==> config.mk <==
export PLATFORM = sky130hd
export DESIGN_NAME = sram_share_top
export DESIGN_NICKNAME = d
export VERILOG_FILES = /design/src/hw/sram_share_pkg.sv /design/src/hw/sram_port_mux.sv /design/src/hw/host_req_latch.sv /design/src/hw/scan_reader.sv /design/src/hw/sram_share_top.sv
export SDC_FILE = /design/constraint.sdc
export NUM_CORES = 1
export LEC_CHECK = 0
export ABC_AREA = 0
export BUFFER_PORTS_ARGS = -buffer_cell sky130_fd_sc_hd__buf_2
export CAP_MARGIN = 20
export CORE_MARGIN = 2
export CORE_UTILIZATION = 41
export CTS_BUF_LIST = sky130_fd_sc_hd__clkbuf_4 sky130_fd_sc_hd__clkbuf_8
export CTS_CLUSTER_DIAMETER = 150
export DETAILED_ROUTE_END_ITERATION = 8
export PLACE_DENSITY = 0.65
export SLEW_MARGIN = 20
export SYNTH_ARGS = -nofsm -noshare
export SYNTH_HDL_FRONTEND = slang
export SYNTH_SLANG_ARGS = --single-unit
==> constraint.sdc <==
create_clock -name clk -period 2.6 [get_ports clk]
set_clock_uncertainty 0.15 [all_clocks]
set_input_delay 0.52 -clock clk [delete_from_list [all_inputs] [get_ports clk]]
set_output_delay 0.52 -clock clk [all_outputs]
set_load 0.005 [all_outputs]
==> src/hw/sram_share_pkg.sv <==
package sram_share_pkg;

    //////////////////////////////////////////////////////////////////////
    // Slot sequencer round
    //////////////////////////////////////////////////////////////////////

    // One access slot per port, address phase then transfer phase
    typedef enum logic [1:0] {
        ACCESS_1 = 2'd0,
        XFER_1   = 2'd1,
        ACCESS_2 = 2'd2,
        XFER_2   = 2'd3
    } slot_state_t;

    // Clocks for one full pass through both slots
    localparam int ROUND_CYCLES = 4;

    //////////////////////////////////////////////////////////////////////
    // External SRAM geometry, 1K x 8
    //////////////////////////////////////////////////////////////////////

    localparam int ADDR_W_DEF = 10;
    localparam int DATA_W_DEF = 8;

endpackage

==> src/hw/sram_port_mux.sv <==
`timescale 1ns/1ps

module sram_port_mux
    import sram_share_pkg::*;
#(
    parameter int ADDR_W = ADDR_W_DEF,
    parameter int DATA_W = DATA_W_DEF
) (
    input  logic              clk,
    input  logic              arst_n,
    // Port 1, host CPU, read or write
    input  logic [ADDR_W-1:0] a1,
    input  logic              we1_n,
    input  logic [DATA_W-1:0] din1,
    output logic [DATA_W-1:0] dout1,
    output logic              done1,
    // Port 2, scan reader, read only
    input  logic [ADDR_W-1:0] a2,
    output logic [DATA_W-1:0] dout2,
    output logic              done2,
    // SRAM pins
    output logic [ADDR_W-1:0] sram_a,
    input  logic [DATA_W-1:0] sram_d_in,
    output logic [DATA_W-1:0] sram_d_out,
    output logic              sram_d_oe,
    output logic              sram_ce_n,
    output logic              sram_oe_n,
    output logic              sram_we_n
);

    slot_state_t state;
    slot_state_t next_state;
    logic        wr1_q;

    //////////////////////////////////////////////////////////////////////
    // Round sequencer
    //////////////////////////////////////////////////////////////////////

    always_ff @(posedge clk or negedge arst_n) begin
        if (!arst_n) begin
            state <= ACCESS_1;
            wr1_q <= 1'b0;
        end else begin
            state <= next_state;
            // Port 1 direction is fixed at the address phase
            if (state == ACCESS_1) begin
                wr1_q <= ~we1_n;
            end
        end
    end

    always_comb begin
        next_state = ACCESS_1;
        sram_a     = a1;
        sram_oe_n  = 1'b0;
        sram_we_n  = 1'b1;
        sram_d_oe  = 1'b0;
        case (state)
            ACCESS_1: begin
                // SRAM outputs already off ahead of a write
                sram_oe_n  = ~we1_n;
                next_state = XFER_1;
            end
            XFER_1: begin
                if (wr1_q) begin
                    sram_oe_n = 1'b1;
                    sram_we_n = 1'b0;
                    sram_d_oe = 1'b1;
                end
                next_state = ACCESS_2;
            end
            ACCESS_2: begin
                // Write address held one more cycle past the rising strobe
                if (!wr1_q) begin
                    sram_a = a2;
                end
                next_state = XFER_2;
            end
            XFER_2: begin
                sram_a     = a2;
                next_state = ACCESS_1;
            end
            default: begin
                next_state = ACCESS_1;
            end
        endcase
    end

    // Chip stays selected, some slot is always running
    assign sram_ce_n  = 1'b0;
    assign sram_d_out = din1;

    assign done1 = (state == XFER_1);
    assign done2 = (state == XFER_2);

    //////////////////////////////////////////////////////////////////////
    // Read data capture
    //////////////////////////////////////////////////////////////////////

    always_ff @(posedge clk) begin
        if (state == XFER_1 && !wr1_q) begin
            dout1 <= sram_d_in;
        end
        if (state == XFER_2) begin
            dout2 <= sram_d_in;
        end
    end

    // Write strobe only after an address cycle with SRAM outputs off
    assert property (@(posedge clk) disable iff (!arst_n)
        !sram_we_n |-> sram_oe_n && $past(sram_oe_n))
        else $error("sram_we_n low without sram_oe_n high in and before it");

    // Never drive the data bus outside a write strobe
    assert property (@(posedge clk) disable iff (!arst_n)
        sram_d_oe |-> !sram_we_n)
        else $error("sram_d_oe high while sram_we_n is high");

endmodule

==> src/hw/host_req_latch.sv <==
`timescale 1ns/1ps

module host_req_latch
    import sram_share_pkg::*;
#(
    parameter int ADDR_W = ADDR_W_DEF,
    parameter int DATA_W = DATA_W_DEF
) (
    input  logic              clk,
    input  logic              arst_n,
    // CPU side
    input  logic              cpu_req,
    input  logic              cpu_we,
    input  logic [ADDR_W-1:0] cpu_addr,
    input  logic [DATA_W-1:0] cpu_wdata,
    output logic              cpu_busy,
    output logic              cpu_ack,
    output logic [DATA_W-1:0] cpu_rdata,
    // Mux port 1
    output logic [ADDR_W-1:0] a1,
    output logic              we1_n,
    output logic [DATA_W-1:0] din1,
    input  logic              done1,
    input  logic [DATA_W-1:0] dout1
);

    logic              pending;
    logic              armed;
    logic              req_we;
    logic [ADDR_W-1:0] req_addr;
    logic [DATA_W-1:0] req_wdata;
    logic [DATA_W-1:0] rdata_q;

    // A done1 only counts once the request was seen in the ACCESS_1 before it
    always_ff @(posedge clk or negedge arst_n) begin
        if (!arst_n) begin
            pending  <= 1'b0;
            armed    <= 1'b0;
            req_we   <= 1'b0;
            req_addr <= '0;
            cpu_ack  <= 1'b0;
        end else begin
            cpu_ack <= 1'b0;
            if (cpu_req && !cpu_busy) begin
                pending  <= 1'b1;
                armed    <= 1'b0;
                req_we   <= cpu_we;
                req_addr <= cpu_addr;
            end else if (pending) begin
                armed <= 1'b1;
                if (done1 && armed) begin
                    pending <= 1'b0;
                    armed   <= 1'b0;
                    cpu_ack <= 1'b1;
                end
            end
        end
    end

    always_ff @(posedge clk) begin
        if (cpu_req && !cpu_busy) begin
            req_wdata <= cpu_wdata;
        end
        // Keep the last read byte on the bus after the ack
        if (cpu_ack && !req_we) begin
            rdata_q <= dout1;
        end
    end

    assign cpu_busy  = pending | cpu_ack;
    assign cpu_rdata = (cpu_ack && !req_we) ? dout1 : rdata_q;

    // Idle port reads harmlessly
    assign we1_n = ~(pending & req_we);
    assign a1    = req_addr;
    assign din1  = req_wdata;

    assert property (@(posedge clk) disable iff (!arst_n)
        cpu_req |-> !cpu_busy)
        else $error("cpu_req while cpu_busy");

endmodule

==> src/hw/scan_reader.sv <==
`timescale 1ns/1ps

module scan_reader
    import sram_share_pkg::*;
#(
    parameter int ADDR_W   = ADDR_W_DEF,
    parameter int DATA_W   = DATA_W_DEF,
    parameter int SCAN_LEN = 16
) (
    input  logic              clk,
    input  logic              arst_n,
    // Control
    input  logic              scan_start,
    input  logic [ADDR_W-1:0] scan_base,
    // Mux port 2
    output logic [ADDR_W-1:0] a2,
    input  logic              done2,
    input  logic [DATA_W-1:0] dout2,
    // Pixel stream
    output logic [DATA_W-1:0] pix_data,
    output logic              pix_valid,
    output logic              scan_active
);

    localparam int CNT_W = $clog2(SCAN_LEN + 1);

    logic [ADDR_W-1:0] addr;
    logic [CNT_W-1:0]  remaining;
    logic              active;
    logic              armed;

    //////////////////////////////////////////////////////////////////////
    // Window walker
    //////////////////////////////////////////////////////////////////////

    // scan_start is ignored while a window is running
    always_ff @(posedge clk or negedge arst_n) begin
        if (!arst_n) begin
            addr      <= '0;
            remaining <= '0;
            active    <= 1'b0;
            armed     <= 1'b0;
            pix_valid <= 1'b0;
        end else begin
            pix_valid <= 1'b0;
            if (!active) begin
                if (scan_start) begin
                    addr      <= scan_base;
                    remaining <= CNT_W'(SCAN_LEN);
                    active    <= 1'b1;
                    armed     <= 1'b0;
                end
            end else begin
                // First done2 may belong to a slot that began before the load
                armed <= 1'b1;
                if (done2 && armed) begin
                    pix_valid <= 1'b1;
                    addr      <= addr + ADDR_W'(1);
                    remaining <= remaining - CNT_W'(1);
                    if (remaining == CNT_W'(1)) begin
                        active <= 1'b0;
                        armed  <= 1'b0;
                    end
                end
            end
        end
    end

    assign a2          = addr;
    assign scan_active = active;

    // dout2 is reloaded only at the next XFER_2, so it is stable under pix_valid
    assign pix_data = dout2;

    // Mid-window bytes arrive exactly one round apart
    assert property (@(posedge clk) disable iff (!arst_n)
        pix_valid && active |-> ##ROUND_CYCLES pix_valid)
        else $error("pix_valid not one round after the previous byte");

endmodule

==> src/hw/sram_share_top.sv <==
`timescale 1ns/1ps

module sram_share_top
    import sram_share_pkg::*;
#(
    parameter int ADDR_W   = ADDR_W_DEF,
    parameter int DATA_W   = DATA_W_DEF,
    parameter int SCAN_LEN = 16
) (
    input  logic              clk,
    input  logic              arst_n,
    // Host CPU
    input  logic              cpu_req,
    input  logic              cpu_we,
    input  logic [ADDR_W-1:0] cpu_addr,
    input  logic [DATA_W-1:0] cpu_wdata,
    output logic              cpu_busy,
    output logic              cpu_ack,
    output logic [DATA_W-1:0] cpu_rdata,
    // Scan
    input  logic              scan_start,
    input  logic [ADDR_W-1:0] scan_base,
    output logic [DATA_W-1:0] pix_data,
    output logic              pix_valid,
    output logic              scan_active,
    // External SRAM
    output logic [ADDR_W-1:0] sram_a,
    input  logic [DATA_W-1:0] sram_d_in,
    output logic [DATA_W-1:0] sram_d_out,
    output logic              sram_d_oe,
    output logic              sram_ce_n,
    output logic              sram_oe_n,
    output logic              sram_we_n
);

    //////////////////////////////////////////////////////////////////////
    // Port wiring
    //////////////////////////////////////////////////////////////////////

    logic [ADDR_W-1:0] a1;
    logic              we1_n;
    logic [DATA_W-1:0] din1;
    logic [DATA_W-1:0] dout1;
    logic              done1;

    logic [ADDR_W-1:0] a2;
    logic [DATA_W-1:0] dout2;
    logic              done2;

    host_req_latch #(
        .ADDR_W (ADDR_W),
        .DATA_W (DATA_W)
    ) host_req_latch_inst (
        .clk       (clk),
        .arst_n    (arst_n),
        .cpu_req   (cpu_req),
        .cpu_we    (cpu_we),
        .cpu_addr  (cpu_addr),
        .cpu_wdata (cpu_wdata),
        .cpu_busy  (cpu_busy),
        .cpu_ack   (cpu_ack),
        .cpu_rdata (cpu_rdata),
        .a1        (a1),
        .we1_n     (we1_n),
        .din1      (din1),
        .done1     (done1),
        .dout1     (dout1)
    );

    scan_reader #(
        .ADDR_W   (ADDR_W),
        .DATA_W   (DATA_W),
        .SCAN_LEN (SCAN_LEN)
    ) scan_reader_inst (
        .clk         (clk),
        .arst_n      (arst_n),
        .scan_start  (scan_start),
        .scan_base   (scan_base),
        .a2          (a2),
        .done2       (done2),
        .dout2       (dout2),
        .pix_data    (pix_data),
        .pix_valid   (pix_valid),
        .scan_active (scan_active)
    );

    sram_port_mux #(
        .ADDR_W (ADDR_W),
        .DATA_W (DATA_W)
    ) sram_port_mux_inst (
        .clk        (clk),
        .arst_n     (arst_n),
        .a1         (a1),
        .we1_n      (we1_n),
        .din1       (din1),
        .dout1      (dout1),
        .done1      (done1),
        .a2         (a2),
        .dout2      (dout2),
        .done2      (done2),
        .sram_a     (sram_a),
        .sram_d_in  (sram_d_in),
        .sram_d_out (sram_d_out),
        .sram_d_oe  (sram_d_oe),
        .sram_ce_n  (sram_ce_n),
        .sram_oe_n  (sram_oe_n),
        .sram_we_n  (sram_we_n)
    );

endmodule

==> impl_metrics.py <==
metrics = {
    "status": {
        "outcome": "finished, final reports clean",
    },
    "power_and_ir_drop": {
        "swShare_pct": 30.0,
        "pwr-share-comb_pct": 25.9,
        "power.leakage_nw": 1.65,
        "p_clk_share_pct": 27.8,
        "p_per_area_nw_per_um2": 1020,
        "cellInternalPower_mw": 2.60,
        "p_total_mw": 3.72,
        "vdd_drop_max_v": 0.000423,
        "power_switching_mw": 1.11,
        "power_frac_seq_pct": 46.2,
    },
    "cells_and_area": {
        "layout-drive-gt1-share_pct": 41.1,
        "antenna_cells": 0,
        "nNetsFinal": 369,
        "area_delta_synth_final_pct": 25.3,
        "stdcell_area_um2": 3660,
        "final_cell_count_no_fill": 422,
    },
    "floorplanning": {
        "num_rows": 30,
        "die_h_um": 88.4,
        "die_w_um": 88.4,
        "core-area_um2": 6830,
        "dieArea_um2": 7810,
        "ios": 83,
        "initial_core_util_pct": 42.7,
    },
    "timing": {
        "timing.final.max_slew_violations": 0,
        "finalCritPeriodShare_pct": 92.7,
        "hold_ws_ns": 0.105,
        "rsz0062_at_grt": "no",
        "setup_viol": 0,
        "tns_ns": 0,
        "slew_headroom_pct": 47.7,
        "hold_viol_final": 0,
        "min_period_ns": 2.41,
        "worst_pin_slew_ns": 0.784,
        "timing.fmax_ghz": 0.415,
    },
    "yosys": {
        "syn-num-nets": 283,
        "ys_warn_count": 0,
        "ys_ff_latch": 67,
        "syn_inst": 235,
        "synth_cell_types": 40,
        "postSynth.asyncResetShare_pct": 52.2,
        "synth_edf_count": 24,
        "ys.flop_type": "dfrtp_1",
        "synth-seq-area-share_pct": 60.2,
        "syn_area_um2": 2920,
        "syn_avg_cell_area_um2": 12.4,
    },
    "placed_design": {
        "postPlaceCellArea_um2": 3420,
        "dp_hpwl_mm": 4.49,
        "place_congestion": 0.744,
        "portBuffers": 81,
        "placed_cells_incl_taps": 406,
    },
    "grt": {
        "grt_pass1_vias": 2014,
        "overflow": 0,
        "grt_max_degree": 36,
        "grt_pass1_wl_mm": 9.58,
        "grt_use_total_pct": 16.5,
        "antenna_found_initial": 0,
    },
    "routing": {
        "first_pass_iters": 4,
        "drc_errors": 0,
        "wl_per_cell_um": 14.4,
        "antenna_left": 0,
        "via_per_inst": 5.07,
        "wirelength_mm": 6.07,
        "vias": 2140,
        "drt_iter0_drc": 65,
    },
    "clocking": {
        "cts-root-buf": "clkbuf_8",
        "cts_buffer_depth": 2,
        "cts_resized": 0,
        "hold_buffers": 0,
        "insertion_delay_ns": 0.34,
        "cts_sinks": 67,
        "path_clk_slew_ns": 0.07,
        "cts_tree": "built",
        "postCtsSetupBuffers": 0,
        "htreeDepth": 3,
        "cts_buffers": 9,
    },
    "setup_path": {
        "cp-end-kind": "output pin",
        "rr_startpoint": "sram_port_mux_inst.state[0]",
        "path_class": "reg -> out",
        "cp_max_fo": 11,
        "crit_arrival_ns": 1.74,
        "crit_required_ns": 1.93,
        "crit_start": "sram_port_mux_inst.state[0]",
        "critPathLaunchType": "register",
    },
    "job": {
        "drv_cap": 0,
    },
    "min_path": {
        "hold_path_class": "in -> async",
    },
}
## power groups by stage
stage	Clock (mW)	Sequential [mW]	Combinational [mW]
global placement	0	1.73	0.944
CTS	1.07	1.72	0.981
finish	1.04	1.72	0.964
floorplan	0	1.62	0.695
global route	1.11	1.77	1.09
detailed placement	0	1.74	0.972
## state kept, by name (all words and copies together), names as in the netlist
name                          flops
scan_reader_inst.armed            1
scan_reader_inst.a2              10
host_req_latch_inst.cpu_ack       1
host_req_latch_inst.rdata_q       8
host_req_latch_inst.pending       1
sram_port_mux_inst.dout1          8
host_req_latch_inst.req_we        1
host_req_latch_inst.din1          8
scan_reader_inst.remaining        5
host_req_latch_inst.armed         1
host_req_latch_inst.a1           10
sram_port_mux_inst.state          2
sram_port_mux_inst.wr1_q          1
scan_reader_inst.scan_active      1
sram_port_mux_inst.dout2          8
scan_reader_inst.pix_valid        1
## stage by stage
stage / setup slack [ns] / util [%]
3_5_place_dp: 0.425 / 50.1
3_3_place_gp: 0.502 / 50.1
4_1_cts: 0.162 / 53.6
6_report: 0.189 / 53.6
2_1_floorplan: 0.630 / -
5_1_grt: 0.0885 / 53.6
## cell families after synthesis
family	after synthesis	share of synthesized area (%)
mux	29	11.1
other cells	1	0.128
simple gates	64	11.2
buf+inv	19	3.13
fa+ha+maj	7	3.00
flops	67	60.2
compound gates	45	10.4
xor+xnor	3	0.900
## cell usage in the layout, fill, tap and decap left out, types with 2 or more instances in the layout
cell type	netlist	layout
o21ai_0	13	13
mux2_2	27	27
and3_1	2	2
clkbuf_8	0	9
buf_4	2	4
xnor2_1	3	3
o2bb2ai_1	2	2
o22ai_1	2	2
nand2_1	25	25
nand3_1	6	6
o211ai_1	2	2
o31a_1	2	2
mux2i_1	2	2
nand2b_1	2	2
nor2_1	10	10
a22oi_1	10	10
or2_2	2	2
dfxtp_1	8	8
bufinv_16	0	3
dfrtp_1	35	35
clkinv_2	1	2
nor2b_1	3	3
buf_2	3	81
edfxtp_1	24	24
inv_1	8	8
a21o_1	3	3
clkinv_4	0	2
a22o_1	4	4
nor3_1	4	4
nand4_1	4	4
a21oi_1	5	5
ha_1	7	7
## cells in the mapped netlist (2+ instances only)
master      n  area (µm²)
nand2_1    25        93.8
o22ai_1     2        12.5
nand3_1     6        30.0
mux2i_1     2        20.0
a21o_1      3        22.5
clkbuf_1    4        15.0
o21ai_0    13        65.1
and3_1      2        12.5
inv_1       8        30.0
nor2_1     10        37.5
o31a_1      2        17.5
a22oi_1    10        75.1
o211ai_1    2        15.0
edfxtp_1   24         721
nand4_1     4        25.0
o2bb2ai_1   2        17.5
ha_1        7        87.6
xnor2_1     3        26.3
nor2b_1     3        18.8
nor3_1      4        20.0
a22o_1      4        35.0
dfxtp_1     8         160
or2_2       2        12.5
nand2b_1    2        12.5
mux2_2     27         304
buf_4       2        15.0
dfrtp_1    35         876
a21oi_1     5        25.0
buf_2       3        15.0
## worst paths after layout
| kind | end | slack (ns) | cells after the start |
|---|---|---|---|
| max reg2reg | scan_reader_inst.a2[3] | 0.42 | 7 |
| max in group asynchronous | scan_reader_inst.remaining[3] | 1.70 | 1 |
| max | sram_a[5] | 0.19 | 6 |
| min in group clk | host_req_latch_inst.din1[3] | 0.20 | 1 |
| min | scan_reader_inst.a2[0] | 0.10 | 1 |
| min reg2reg | host_req_latch_inst.rdata_q[2] | 0.32 | 1 |
## routing by layer
| metal | vias up | wire (µm) | GRT usage [%] |
|---|---|---|---|
| li1 | 1025 | - | - |
| met1 | 1031 | 2720 | 20.4 |
| met2 | 70 | 2790 | 26.3 |
| met3 | 14 | 424 | 5.97 |
| met4 | 0 | 136 | 7.16 |
| met5 | - | 0 | 0 |
## critical path, stage by stage, from the launching register on
cell and delay, ns:
dfrtp_1 0.38, inv_1 0.07, ha_1 0.21, buf_4 0.18
a21o_1 0.20, a22o_1 0.23, buf_2 0.13
## area by class of cell
class | instances | area (µm²)
well taps | 96 | 120
fillers | 621 | 3170
inverters | 9 | 35.0
clock inverters | 7 | 116
clock buffers | 9 | 124
multi-input cells | 149 | 1070
repair buffers | 85 | 435
flip-flops and latches | 67 | 1760
No activity file was read; power rests on OpenSTA's default activity.
